===== src/include/ctl_defines.svh =====
`ifndef CTL_DEFINES_SVH
`define CTL_DEFINES_SVH

// Machine widths
// The control core is built around a 16-bit word and a small
// core store, so these are fixed rather than tunable

// Data word, accumulator and memory word
`define CTL_WORD_W 16

// Core store address
`define CTL_ADDR_W 8

// Number of words in the core store
// must stay equal to 2**CTL_ADDR_W
`define CTL_MEM_DEPTH 256

// Width of a command opcode
`define CTL_OP_W 2

`endif


===== src/logic/ctl_pkg.sv =====
`default_nettype none

`include "ctl_defines.svh"

package ctl_pkg;

	// Plain vectors with a meaning
	typedef logic [`CTL_WORD_W-1:0] word_t;
	typedef logic [`CTL_ADDR_W-1:0] addr_t;

	// Command operations
	typedef enum logic [`CTL_OP_W-1:0] {
		NOP   = 2'd0,
		LOAD  = 2'd1,
		STORE = 2'd2,
		ADD   = 2'd3
	} cmd_op_e;

	// One command from the outside, 10 bits
	typedef struct packed {
		cmd_op_e op;
		addr_t   addr;
	} cmd_t;

	// One memory request, 25 bits
	typedef struct packed {
		logic  we;
		addr_t addr;
		word_t wdata;
	} mem_req_t;

	// Strobe generator phases, same codes as the old strobe logic
	typedef enum logic [2:0] {
		GOT   = 3'd0,
		ST1   = 3'd1,
		ST1B  = 3'd2,
		ST12  = 3'd3,
		ST12B = 3'd4,
		ST2   = 3'd5,
		ST2B  = 3'd6
	} strob_state_e;

	// Cycle sequencer
	typedef enum logic [1:0] {
		IDLE = 2'd0,
		RUN  = 2'd1,
		MEM  = 2'd2,
		DONE = 2'd3
	} seq_state_e;

endpackage

`default_nettype wire


===== src/logic/ctl_top.sv =====
`timescale 1ns/1ps
`default_nettype none

module ctl_top import ctl_pkg::*; (
	input  logic     __clk,
	input  logic     arst_n,
	input  logic     cmd_req,
	input  cmd_t     cmd,
	output logic     cmd_ack,
	output word_t    acc,
	input  logic     pnl_req,
	input  mem_req_t pnl,
	output logic     pnl_ack,
	output word_t    pnl_rdata,
	input  logic     mode,
	input  logic     step,
	input  logic     oken,
	input  logic     ok,
	output logic     got,
	output logic     strob1,
	output logic     strob2
);

	// Strobe link
	logic ss11;
	logic ss12;
	logic ss13;
	logic ss14;
	logic ss15;
	logic zw;

	// Sequencer memory port
	logic seq_mreq;
	logic seq_mack;
	mem_req_t seq_req;

	// Memory side
	logic mem_en;
	mem_req_t mem_req;
	word_t mem_rdata;
	// Read data shared by sequencer and panel
	word_t rdata;

	assign pnl_rdata = rdata;

	cycle_seq cycle_seq_i (
		.__clk    (__clk),
		.arst_n   (arst_n),
		.cmd_req  (cmd_req),
		.cmd      (cmd),
		.cmd_ack  (cmd_ack),
		.acc      (acc),
		.ss11     (ss11),
		.ss12     (ss12),
		.ss13     (ss13),
		.ss14     (ss14),
		.ss15     (ss15),
		.zw       (zw),
		.got      (got),
		.strob1   (strob1),
		.strob2   (strob2),
		.seq_mreq (seq_mreq),
		.seq_req  (seq_req),
		.seq_mack (seq_mack),
		.rdata    (rdata)
	);

	// Back phases are only used inside the strobe generator
	strob_gen strob_gen_i (
		.__clk   (__clk),
		.arst_n  (arst_n),
		.ss11    (ss11),
		.ss12    (ss12),
		.ss13    (ss13),
		.ss14    (ss14),
		.ss15    (ss15),
		.ok      (ok),
		.zw      (zw),
		.oken    (oken),
		.mode    (mode),
		.step    (step),
		.got     (got),
		.strob1  (strob1),
		.strob1b (),
		.strob2  (strob2),
		.strob2b ()
	);

	mem_arbiter mem_arbiter_i (
		.__clk     (__clk),
		.arst_n    (arst_n),
		.seq_mreq  (seq_mreq),
		.pnl_req   (pnl_req),
		.seq_req   (seq_req),
		.pnl       (pnl),
		.seq_mack  (seq_mack),
		.pnl_ack   (pnl_ack),
		.mem_en    (mem_en),
		.mem_req   (mem_req),
		.mem_rdata (mem_rdata),
		.rdata     (rdata)
	);

	mem_array mem_array_i (
		.__clk     (__clk),
		.mem_en    (mem_en),
		.mem_req   (mem_req),
		.mem_rdata (mem_rdata)
	);

endmodule

`default_nettype wire


===== src/logic/cycle_seq.sv =====
`timescale 1ns/1ps
`default_nettype none

module cycle_seq import ctl_pkg::*; (
	input  logic     __clk,
	input  logic     arst_n,
	input  logic     cmd_req,
	input  cmd_t     cmd,
	output logic     cmd_ack,
	output word_t    acc,
	output logic     ss11,
	output logic     ss12,
	output logic     ss13,
	output logic     ss14,
	output logic     ss15,
	output logic     zw,
	input  logic     got,
	input  logic     strob1,
	input  logic     strob2,
	output logic     seq_mreq,
	output mem_req_t seq_req,
	input  logic     seq_mack,
	input  word_t    rdata
);

	seq_state_e state;

	// Strobe-state selector, bit 0 is ss11 ... bit 4 is ss15
	logic [4:0] sel;
	// STROB2 has been seen for the current command
	logic st2_seen;
	logic is_nop;

	assign {ss15, ss14, ss13, ss12, ss11} = sel;
	assign is_nop = cmd.op == NOP;

	// Transfer pending from request up to the end of the ack
	assign zw = seq_mreq | seq_mack;

	always_ff @(posedge __clk or negedge arst_n) begin
		if (!arst_n) begin
			state <= IDLE;
			sel <= '0;
			st2_seen <= 1'b0;
			seq_mreq <= 1'b0;
			cmd_ack <= 1'b0;
			acc <= '0;
		end else begin
			case (state)
				// cmd stays stable until we ack, so it is used directly
				IDLE: begin
					if (cmd_req) begin
						// NOP needs STROB1 only (ss13), the rest run STROB1 and STROB2 (ss11)
						sel <= is_nop ? 5'b00100 : 5'b00001;
						st2_seen <= 1'b0;
						state <= RUN;
					end
				end
				// Strobe sequence has left GOT once STROB1 shows
				RUN: begin
					if (strob1) begin
						sel <= '0;
						seq_mreq <= !is_nop;
						state <= MEM;
					end
				end
				MEM: begin
					if (strob2) begin
						st2_seen <= 1'b1;
					end
					// First ack cycle, read word is valid now
					if (seq_mreq && seq_mack) begin
						seq_mreq <= 1'b0;
						if (cmd.op == LOAD) begin
							acc <= rdata;
						end else if (cmd.op == ADD) begin
							acc <= acc + rdata;
						end
					end
					// Back in GOT with the memory handshake closed
					if (got && !zw && (st2_seen || is_nop)) begin
						cmd_ack <= 1'b1;
						state <= DONE;
					end
				end
				DONE: begin
					if (!cmd_req) begin
						cmd_ack <= 1'b0;
						state <= IDLE;
					end
				end
				default: state <= IDLE;
			endcase
		end
	end

	// Request payload, taken at the STROB1 front
	// STORE writes the accumulator
	always_ff @(posedge __clk) begin
		if (state == RUN && strob1) begin
			seq_req.we <= cmd.op == STORE;
			seq_req.addr <= cmd.addr;
			seq_req.wdata <= acc;
		end
	end

endmodule

`default_nettype wire


===== src/logic/mem_arbiter.sv =====
`timescale 1ns/1ps
`default_nettype none

module mem_arbiter import ctl_pkg::*; (
	input  logic     __clk,
	input  logic     arst_n,
	input  logic     seq_mreq,
	input  logic     pnl_req,
	input  mem_req_t seq_req,
	input  mem_req_t pnl,
	output logic     seq_mack,
	output logic     pnl_ack,
	output logic     mem_en,
	output mem_req_t mem_req,
	input  word_t    mem_rdata,
	output word_t    rdata
);

	// Panel holds the current grant, or won the last one
	logic gnt_pnl;

	logic busy;
	logic seq_want;
	logic pnl_want;
	logic pick_pnl;
	logic grant;

	// One access at a time, from grant until its ack has dropped
	assign busy = mem_en | seq_mack | pnl_ack;
	// A port with its ack still up has no new request
	assign seq_want = seq_mreq & ~seq_mack;
	assign pnl_want = pnl_req & ~pnl_ack;
	// Round robin, panel wins a tie only if the sequencer won last
	assign pick_pnl = pnl_want & (~seq_want | ~gnt_pnl);
	assign grant = ~busy & (seq_want | pnl_want);

	always_ff @(posedge __clk or negedge arst_n) begin
		if (!arst_n) begin
			mem_en <= 1'b0;
			gnt_pnl <= 1'b0;
			seq_mack <= 1'b0;
			pnl_ack <= 1'b0;
		end else begin
			mem_en <= grant;
			if (grant) begin
				gnt_pnl <= pick_pnl;
			end
			// ack rises a cycle after mem_en and stays until req falls
			if (mem_en && !gnt_pnl) begin
				seq_mack <= 1'b1;
			end else if (!seq_mreq) begin
				seq_mack <= 1'b0;
			end
			if (mem_en && gnt_pnl) begin
				pnl_ack <= 1'b1;
			end else if (!pnl_req) begin
				pnl_ack <= 1'b0;
			end
		end
	end

	always_ff @(posedge __clk) begin
		if (grant) begin
			mem_req <= pick_pnl ? pnl : seq_req;
		end
	end

	// Shared read bus
	// holds through the whole ack since nothing new is granted meanwhile
	assign rdata = mem_rdata;

endmodule

`default_nettype wire


===== src/logic/mem_array.sv =====
`timescale 1ns/1ps
`default_nettype none

`include "ctl_defines.svh"

module mem_array import ctl_pkg::*; (
	input  logic     __clk,
	input  logic     mem_en,
	input  mem_req_t mem_req,
	output word_t    mem_rdata
);

	// Core store
	word_t mem [`CTL_MEM_DEPTH];

	// One access per mem_en
	// a write also returns the old word on the read port
	always_ff @(posedge __clk) begin
		if (mem_en) begin
			if (mem_req.we) begin
				mem[mem_req.addr] <= mem_req.wdata;
			end
			mem_rdata <= mem[mem_req.addr];
		end
	end

endmodule

`default_nettype wire


===== src/logic/strob_gen.sv =====
`timescale 1ns/1ps
`default_nettype none

module strob_gen import ctl_pkg::*; (
	input  logic __clk,
	input  logic arst_n,
	input  logic ss11,
	input  logic ss12,
	input  logic ss13,
	input  logic ss14,
	input  logic ss15,
	input  logic ok,
	input  logic zw,
	input  logic oken,
	input  logic mode,
	input  logic step,
	output logic got,
	output logic strob1,
	output logic strob1b,
	output logic strob2,
	output logic strob2b
);

	strob_state_e state;

	// Step key history and the mode/step hold flop
	logic step_q;
	logic step_hold;

	logic e_s12;
	logic e_s1;
	logic holdoff;
	logic step_edge;
	logic step_go;
	logic front1;
	logic back1;

	// STROB1 followed by STROB2
	assign e_s12 = ss11 | (ss12 & ok);
	// STROB1 alone
	assign e_s1 = (ss13 & ok) | ss14 | ss15;

	// Memory transfer still pending, stay in the back phase
	assign holdoff = zw & oken;

	// Rising edge of the step key
	assign step_edge = step & ~step_q;
	// Back phase of STROB1 may move on
	assign step_go = ~step_hold | step_edge;

	assign front1 = (state == ST1) | (state == ST12);
	assign back1 = (state == ST1B) | (state == ST12B);

	// Hold is armed by any STROB1 front while mode is set
	// mode low keeps it cleared, so step does nothing then
	always_ff @(posedge __clk or negedge arst_n) begin
		if (!arst_n) begin
			step_q <= 1'b0;
			step_hold <= 1'b0;
		end else begin
			step_q <= step;
			if (!mode) begin
				step_hold <= 1'b0;
			end else if (front1) begin
				step_hold <= 1'b1;
			end else if (step_edge) begin
				step_hold <= 1'b0;
			end
		end
	end

	always_ff @(posedge __clk or negedge arst_n) begin
		if (!arst_n) begin
			state <= GOT;
		end else begin
			case (state)
				// Wait for a selector, STROB2 pattern wins
				GOT: begin
					if (e_s12) begin
						state <= ST12;
					end else if (e_s1) begin
						state <= ST1;
					end
				end
				ST1: state <= ST1B;
				// Lonely STROB1 goes back to GOT, unless held or transfer pending
				ST1B: begin
					if (step_go && !holdoff) begin
						state <= GOT;
					end
				end
				ST12: state <= ST12B;
				// No holdoff here, STROB2 still to come
				ST12B: begin
					if (step_go) begin
						state <= ST2;
					end
				end
				ST2: state <= ST2B;
				ST2B: begin
					if (!holdoff) begin
						state <= GOT;
					end
				end
				default: state <= GOT;
			endcase
		end
	end

	// Strobe decode
	// while held by mode/step STROB1 stays up instead of the back phase
	assign got = state == GOT;
	assign strob1 = front1 | (back1 & step_hold);
	assign strob1b = back1 & ~step_hold;
	assign strob2 = state == ST2;
	assign strob2b = state == ST2B;

endmodule

`default_nettype wire

===== config.mk =====
export PLATFORM = sky130hd
export DESIGN_NAME = ctl_top
export DESIGN_NICKNAME = d
export VERILOG_FILES = /design/src/logic/ctl_pkg.sv /design/src/logic/ctl_top.sv /design/src/logic/cycle_seq.sv /design/src/logic/mem_arbiter.sv /design/src/logic/mem_array.sv /design/src/logic/strob_gen.sv
export VERILOG_INCLUDE_DIRS = /design/src /design/src/include
export SDC_FILE = /design/constraint.sdc
export NUM_CORES = 2
export LEC_CHECK = 0
export BUFFER_PORTS_ARGS = -buffer_cell sky130_fd_sc_hd__buf_2
export CORE_MARGIN = 8
export CORE_UTILIZATION = 35
export CTS_BUF_LIST = sky130_fd_sc_hd__clkbuf_16
export DETAILED_ROUTE_END_ITERATION = 7
export MAX_ROUTING_LAYER = met4
export SYNTH_ARGS = -nofsm -noshare
export SYNTH_HDL_FRONTEND = slang
export SYNTH_HIERARCHICAL = 1
export SYNTH_SLANG_ARGS = --single-unit

===== constraint.sdc =====
create_clock -name __clk -period 9.15 [get_ports __clk]
set_input_delay 0.4575 -clock __clk [delete_from_list [all_inputs] [get_ports __clk]]
set_output_delay 0.4575 -clock __clk [all_outputs]
set_load 0.02 [all_outputs]

# Yosys cells after proc, flatten, opt, wreduce, memory -nomap -nowiden
# Memory sizes are Yosys's and may differ from the RTL's. A register that Yosys moved wholly into a read port is not among the register bits.
# Index checks and enable logic that the tools add are counted.
# word_totals
out_inout_bits	37
latchBits	0
rom_bits	0
ff_bits	85
inputBits	43
ramBits	4096
memories	1
elab_cells	138
# mem_list
name	words	width	read_ports	rd_clocked_by_memory_dff	wr	line_no	text
mem_array_i.mem	256	16	1	1	1	mem_array.sv:14	word_t mem [`CTL_MEM_DEPTH];
# classes
mul	0
n_addsub	1
div	0
n_lt_le_gt_ge	0
shifts	0
n_eq_ne	25
n_reduce_logical	27
bitwise_logic	28
mux	37
# op_table
operator	count
two-way mux 16 bit	2
two-way mux 25 bit	1
case mux 3 bit (7 select lines)	1
two-way mux 3 bit	6
adder 16 bit	1
two-way mux 1 bit	16
AND reduction 3 bit	5
inequality test 2 x 1 -> 1 bit, second input constant	6
OR 1 bit	12
two-way mux 5 bit	2
inequality test 2 bit, second input constant	5
case mux 5 bit (2 select lines)	1
nonzero test 2 bit	5
AND 1 bit	9
== test 3 bit, second input constant	3
== test 2 bit, second input constant	4
two-way mux 2 bit	4
case mux 2 bit (4 select lines)	1
AND reduction 4 bit	2
logical AND 1 bit	7
inverter 1 bit	7
== test 3 x 2 -> 1 bit, second input constant	2
inequality test 3 x 1 -> 1 bit, second input constant	2
case mux 1 bit (2 select lines)	3
6 further kinds	11

# Depth between registers and ports, before layout
# logic_depth
depth_word	6
mapped_depth	9
mapped_depth_nobuf	8

# Hierarchy
# Netlist, hierarchy kept.
# modules_own_cells
mod	seq_area_each_um2	instances	area_per_inst_um2	cells_per_inst
mem_array	123478.4	1	155241.4	6704
cycle_seq	1326.3	1	2702.6	250
mem_arbiter	850.8	1	1430.1	83
strob_gen	125.1	1	324.1	32

# Worst setup path before layout
# No wires, ideal clock.
# synth_timing
path_type	reg-to-reg
startpoint	reg, netlist name mem_arbiter_i/mem_req[0]
endpoint	mem mem_array_i/mem[0][0] (netlist name) (data pin)
required_time_ps	8333
n_path_buf	0
setup_ps	817
arrival_time_ps	3228
path_stages_with_launch	1
slack_ps	5104
cell_sequence	edfxtp_1
# synth_rtl
item	line_no
to (decl)	mem_array.sv:14
# Straight into the memory's write port.

==> summary.md <==
| Metric | Value |
|---|---|
| Final ANT Viol Nets | `0` |
| Placed Instances | `13070` |
| WP data required | `9.80 ns` |
| Worst path cell trace | `buf_12, buf_12, buf_4, mux4_2, a22oi_1, a21oi_1, o41ai_2, nand4_1` |
| Post-synthesis instance area | `159700 um^2` |
| Initial DRC Count | `10380` |
| Routed wire length | `422.6 mm` |
| Vias in the first global route | `78200` |
| Slowest cell on the critical path | `o41ai_2` |
| Post-DP HPWL | `234.5 mm` |
| Worst R2R End | `mem_array_i/mem_rdata[4]$_DFFE_PP_` |
| Clk root buf | `clkbuf_16` |
| Ports | `80` |
| Total Power | `54.28 mW` |
| Final Hold Fails | `0` |
| Status | `finished, final reports clean` |
| Met2 wire len | `203.3 mm` |
| Worst setup EP type | `register` |
| Via count | `78110` |
| Max cap viols | `0` |
| Clk pwr share | `31.2%` |
| CTS tree | `built` |
| Final period util | `55.29%` |
| WP data arrival | `5.71 ns` |
| Die W | `691.4 um` |
| Largest net degree at the start of global routing | `224` |
| Post-Layout Cell Count | `13880` |
| Syn Inst Count | `7066` |
| Post-CTS Setup Inserts | `0` |
| First-pass GRT wire length | `598.3 mm` |
| Maximum vdd drop | `0.0003364 V` |
| Unrepaired setup endpoints after global routing | `no` |
| Setup crit start kind | `register` |
| DRT Pass-1 Iters | `6` |
| Resized Gates After CTS | `0` |
| Sequential power share | `44.1%` |
| Worst reg2reg startpoint | `mem_arbiter_i/mem_req[16]$_DFFE_PP_` |
| FF-to-FF path depth | `8` |
| Seq. cell area | `125800 um^2` |
| Clk_lat worst skew | `1.00 ns` |
| Reg2reg setup slack | `4.09 ns` |
| Crit-path leading delay family | `buffers and inverters` |
| Total core area | `455200 um^2` |
| Max Used Layer | `met4` |
| Worst Path Buf+Inv | `3` |
| Maximum clock rate | `197.7 MHz` |
| Pwr/cell area | `295.6 nW/um^2` |
| Vias per cell | `5.626` |
| Area of the multi-input gates | `32660 um^2` |
| Final Setup Violations | `0` |
| Worst path most repeated cell | `buf_12` |
| Worst-margin pin slew | `1.436 ns` |
| Synth Area per Inst | `22.60 um^2` |
| Initial Utilization | `35.08%` |
| Gpl congestion | `0.8201` |
| Row count | `248` |
| Clock transition at the registers of the reported paths | `0.07 ns` |
| CP peak stage delay | `1.10 ns` |
| CTS Buf Count | `412` |
| H-tree lvl count | `5` |
| # fillers | `39100` |
| Max Root-Sink Buffers | `4` |
| Hold Path Class | `input port to asynchronous set/reset pin` |
| Setup Slack @ Placement | `4.122 ns` |
| Port bufs | `79` |
| DRC Markers | `0` |
| GRT Total Usage | `17.57%` |
| Crit path time final | `5.059 ns` |
| Worst setup margin | `4.091 ns` |
| Routed len/inst | `30.44 um` |
| Setup TNS | `0 ns` |
| Grt total ovfl | `0` |
| Sw Ratio | `30.63%` |
| Yosys warns | `6` |
| Pint | `37.65 mW` |
| Post-route design area | `183600 um^2` |
| Psw | `16.62 mW` |
| Hold-fix buffers at CTS | `43` |
| Fin. max-slew vios | `0` |
| Post-Route Skew | `0.06214 ns` |
| Combinational fraction of design power | `24.7%` |
| Leak Pwr | `56.60 nW` |
| M1 WL | `170.2 mm` |
| Layout net count | `7588` |
| Crit path kind | `register to register` |
| Placed Instance Area | `169600 um^2` |
| Die height | `691.4 um` |
| Slew headroom | `4.291%` |
| Initial antenna violation count | `20` |
| CP Max Fanout | `82` |
| Die area | `478100 um^2` |
| Hold Slack | `0.1398 ns` |
| P&R area growth vs syn | `14.98%` |
| Detail Route met3 WL | `36.59 mm` |
| Share of layout cells above drive strength 1 | `28.83%` |
| Final core area utilization | `40.33%` |
| CTS Sinks | `4194` |
[power by group through the flow]
stage          registers (mW)  clock network, mW  logic (mW)
6_report                 23.9               16.9        13.4
5_1_grt                  23.9               17.9        14.1
3_5_place_dp             24.3                  0        13.5
2_1_floorplan            25.6                  0        7.12
4_1_cts                  23.9               17.2        13.5
3_3_place_gp             24.3                  0        13.2
[cell type report]
| cell class | count | share of cell area, % |
|---|---|---|
| Antenna cell | 13 | 0.01772 |
| Inverter | 8 | 0.01636 |
| Clock inverter | 344 | 1.697 |
| Sequential cell | 4194 | 68.51 |
| Multi-Input combinational cell | 2422 | 17.79 |
| Clock buffer | 416 | 5.670 |
| Tap cell | 6000 | 4.089 |
| Timing Repair Buffer | 487 | 2.207 |
[cell usage in the layout, fill, tap and decap left out, types with 71 or more instances in the layout]
cell type  instances
a21oi_1          274
a22oi_1          513
buf_2             80
buf_4            322
clkbuf_16        416
clkinv_1          77
clkinv_2          99
edfxtp_1        4162
inv_1             71
mux4_2          1024
nor2_1           233
[per-layer routing]
layer | vias to the layer above | GRT usage (%)
met5 | - | -
met4 | 0 | 5.089
met3 | 619 | 2.895
met2 | 3773 | 27.46
met1 | 42500 | 23.90
li1 | 31220 | -
[registers in the layout, summed over array words and instances, names as in the netlist]
register                flops
mem_array_i/mem          4096
cycle_seq_i/seq_req        25
mem_arbiter_i/mem_req      25
cycle_seq_i/acc            16
mem_array_i/mem_rdata      16
strob_gen_i/state           3
cycle_seq_i/sel             2
cycle_seq_i/state           2
cycle_seq_i/cmd_ack         1
cycle_seq_i/seq_mreq        1
cycle_seq_i/st2_seen        1
mem_arbiter_i/gnt_pnl       1
mem_arbiter_i/mem_en        1
mem_arbiter_i/pnl_ack       1
mem_arbiter_i/seq_mack      1
strob_gen_i/step_hold       1
strob_gen_i/step_q          1
[how the worst max path moves through the flow]
stage / startpoint / end / slack (ns) / depth (start not counted)
6_report: mem_arbiter_i/mem_req[16]$_DFFE_PP_ / mem_array_i/mem_rdata[4]$_DFFE_PP_ / 4.09 / 8
5_1_grt: mem_arbiter_i/mem_req[16]$_DFFE_PP_ / mem_array_i/mem_rdata[11]$_DFFE_PP_ / 3.84 / 8
4_1_cts: mem_arbiter_i/mem_req[16]$_DFFE_PP_ / mem_array_i/mem_rdata[11]$_DFFE_PP_ / 4.08 / 8
3_5_place_dp: mem_arbiter_i/mem_req[16]$_DFFE_PP_ / mem_array_i/mem_rdata[11]$_DFFE_PP_ / 4.12 / 8
3_3_place_gp: mem_arbiter_i/mem_req[16]$_DFFE_PP_ / mem_array_i/mem_rdata[4]$_DFFE_PP_ / 3.83 / 8
2_1_floorplan: mem_arbiter_i/mem_req[0]$_DFFE_PP_ / mem_array_i/mem[0][0]$_DFFE_PP_ / 5.10 / 0
Power figures use the tool's default switching activity.
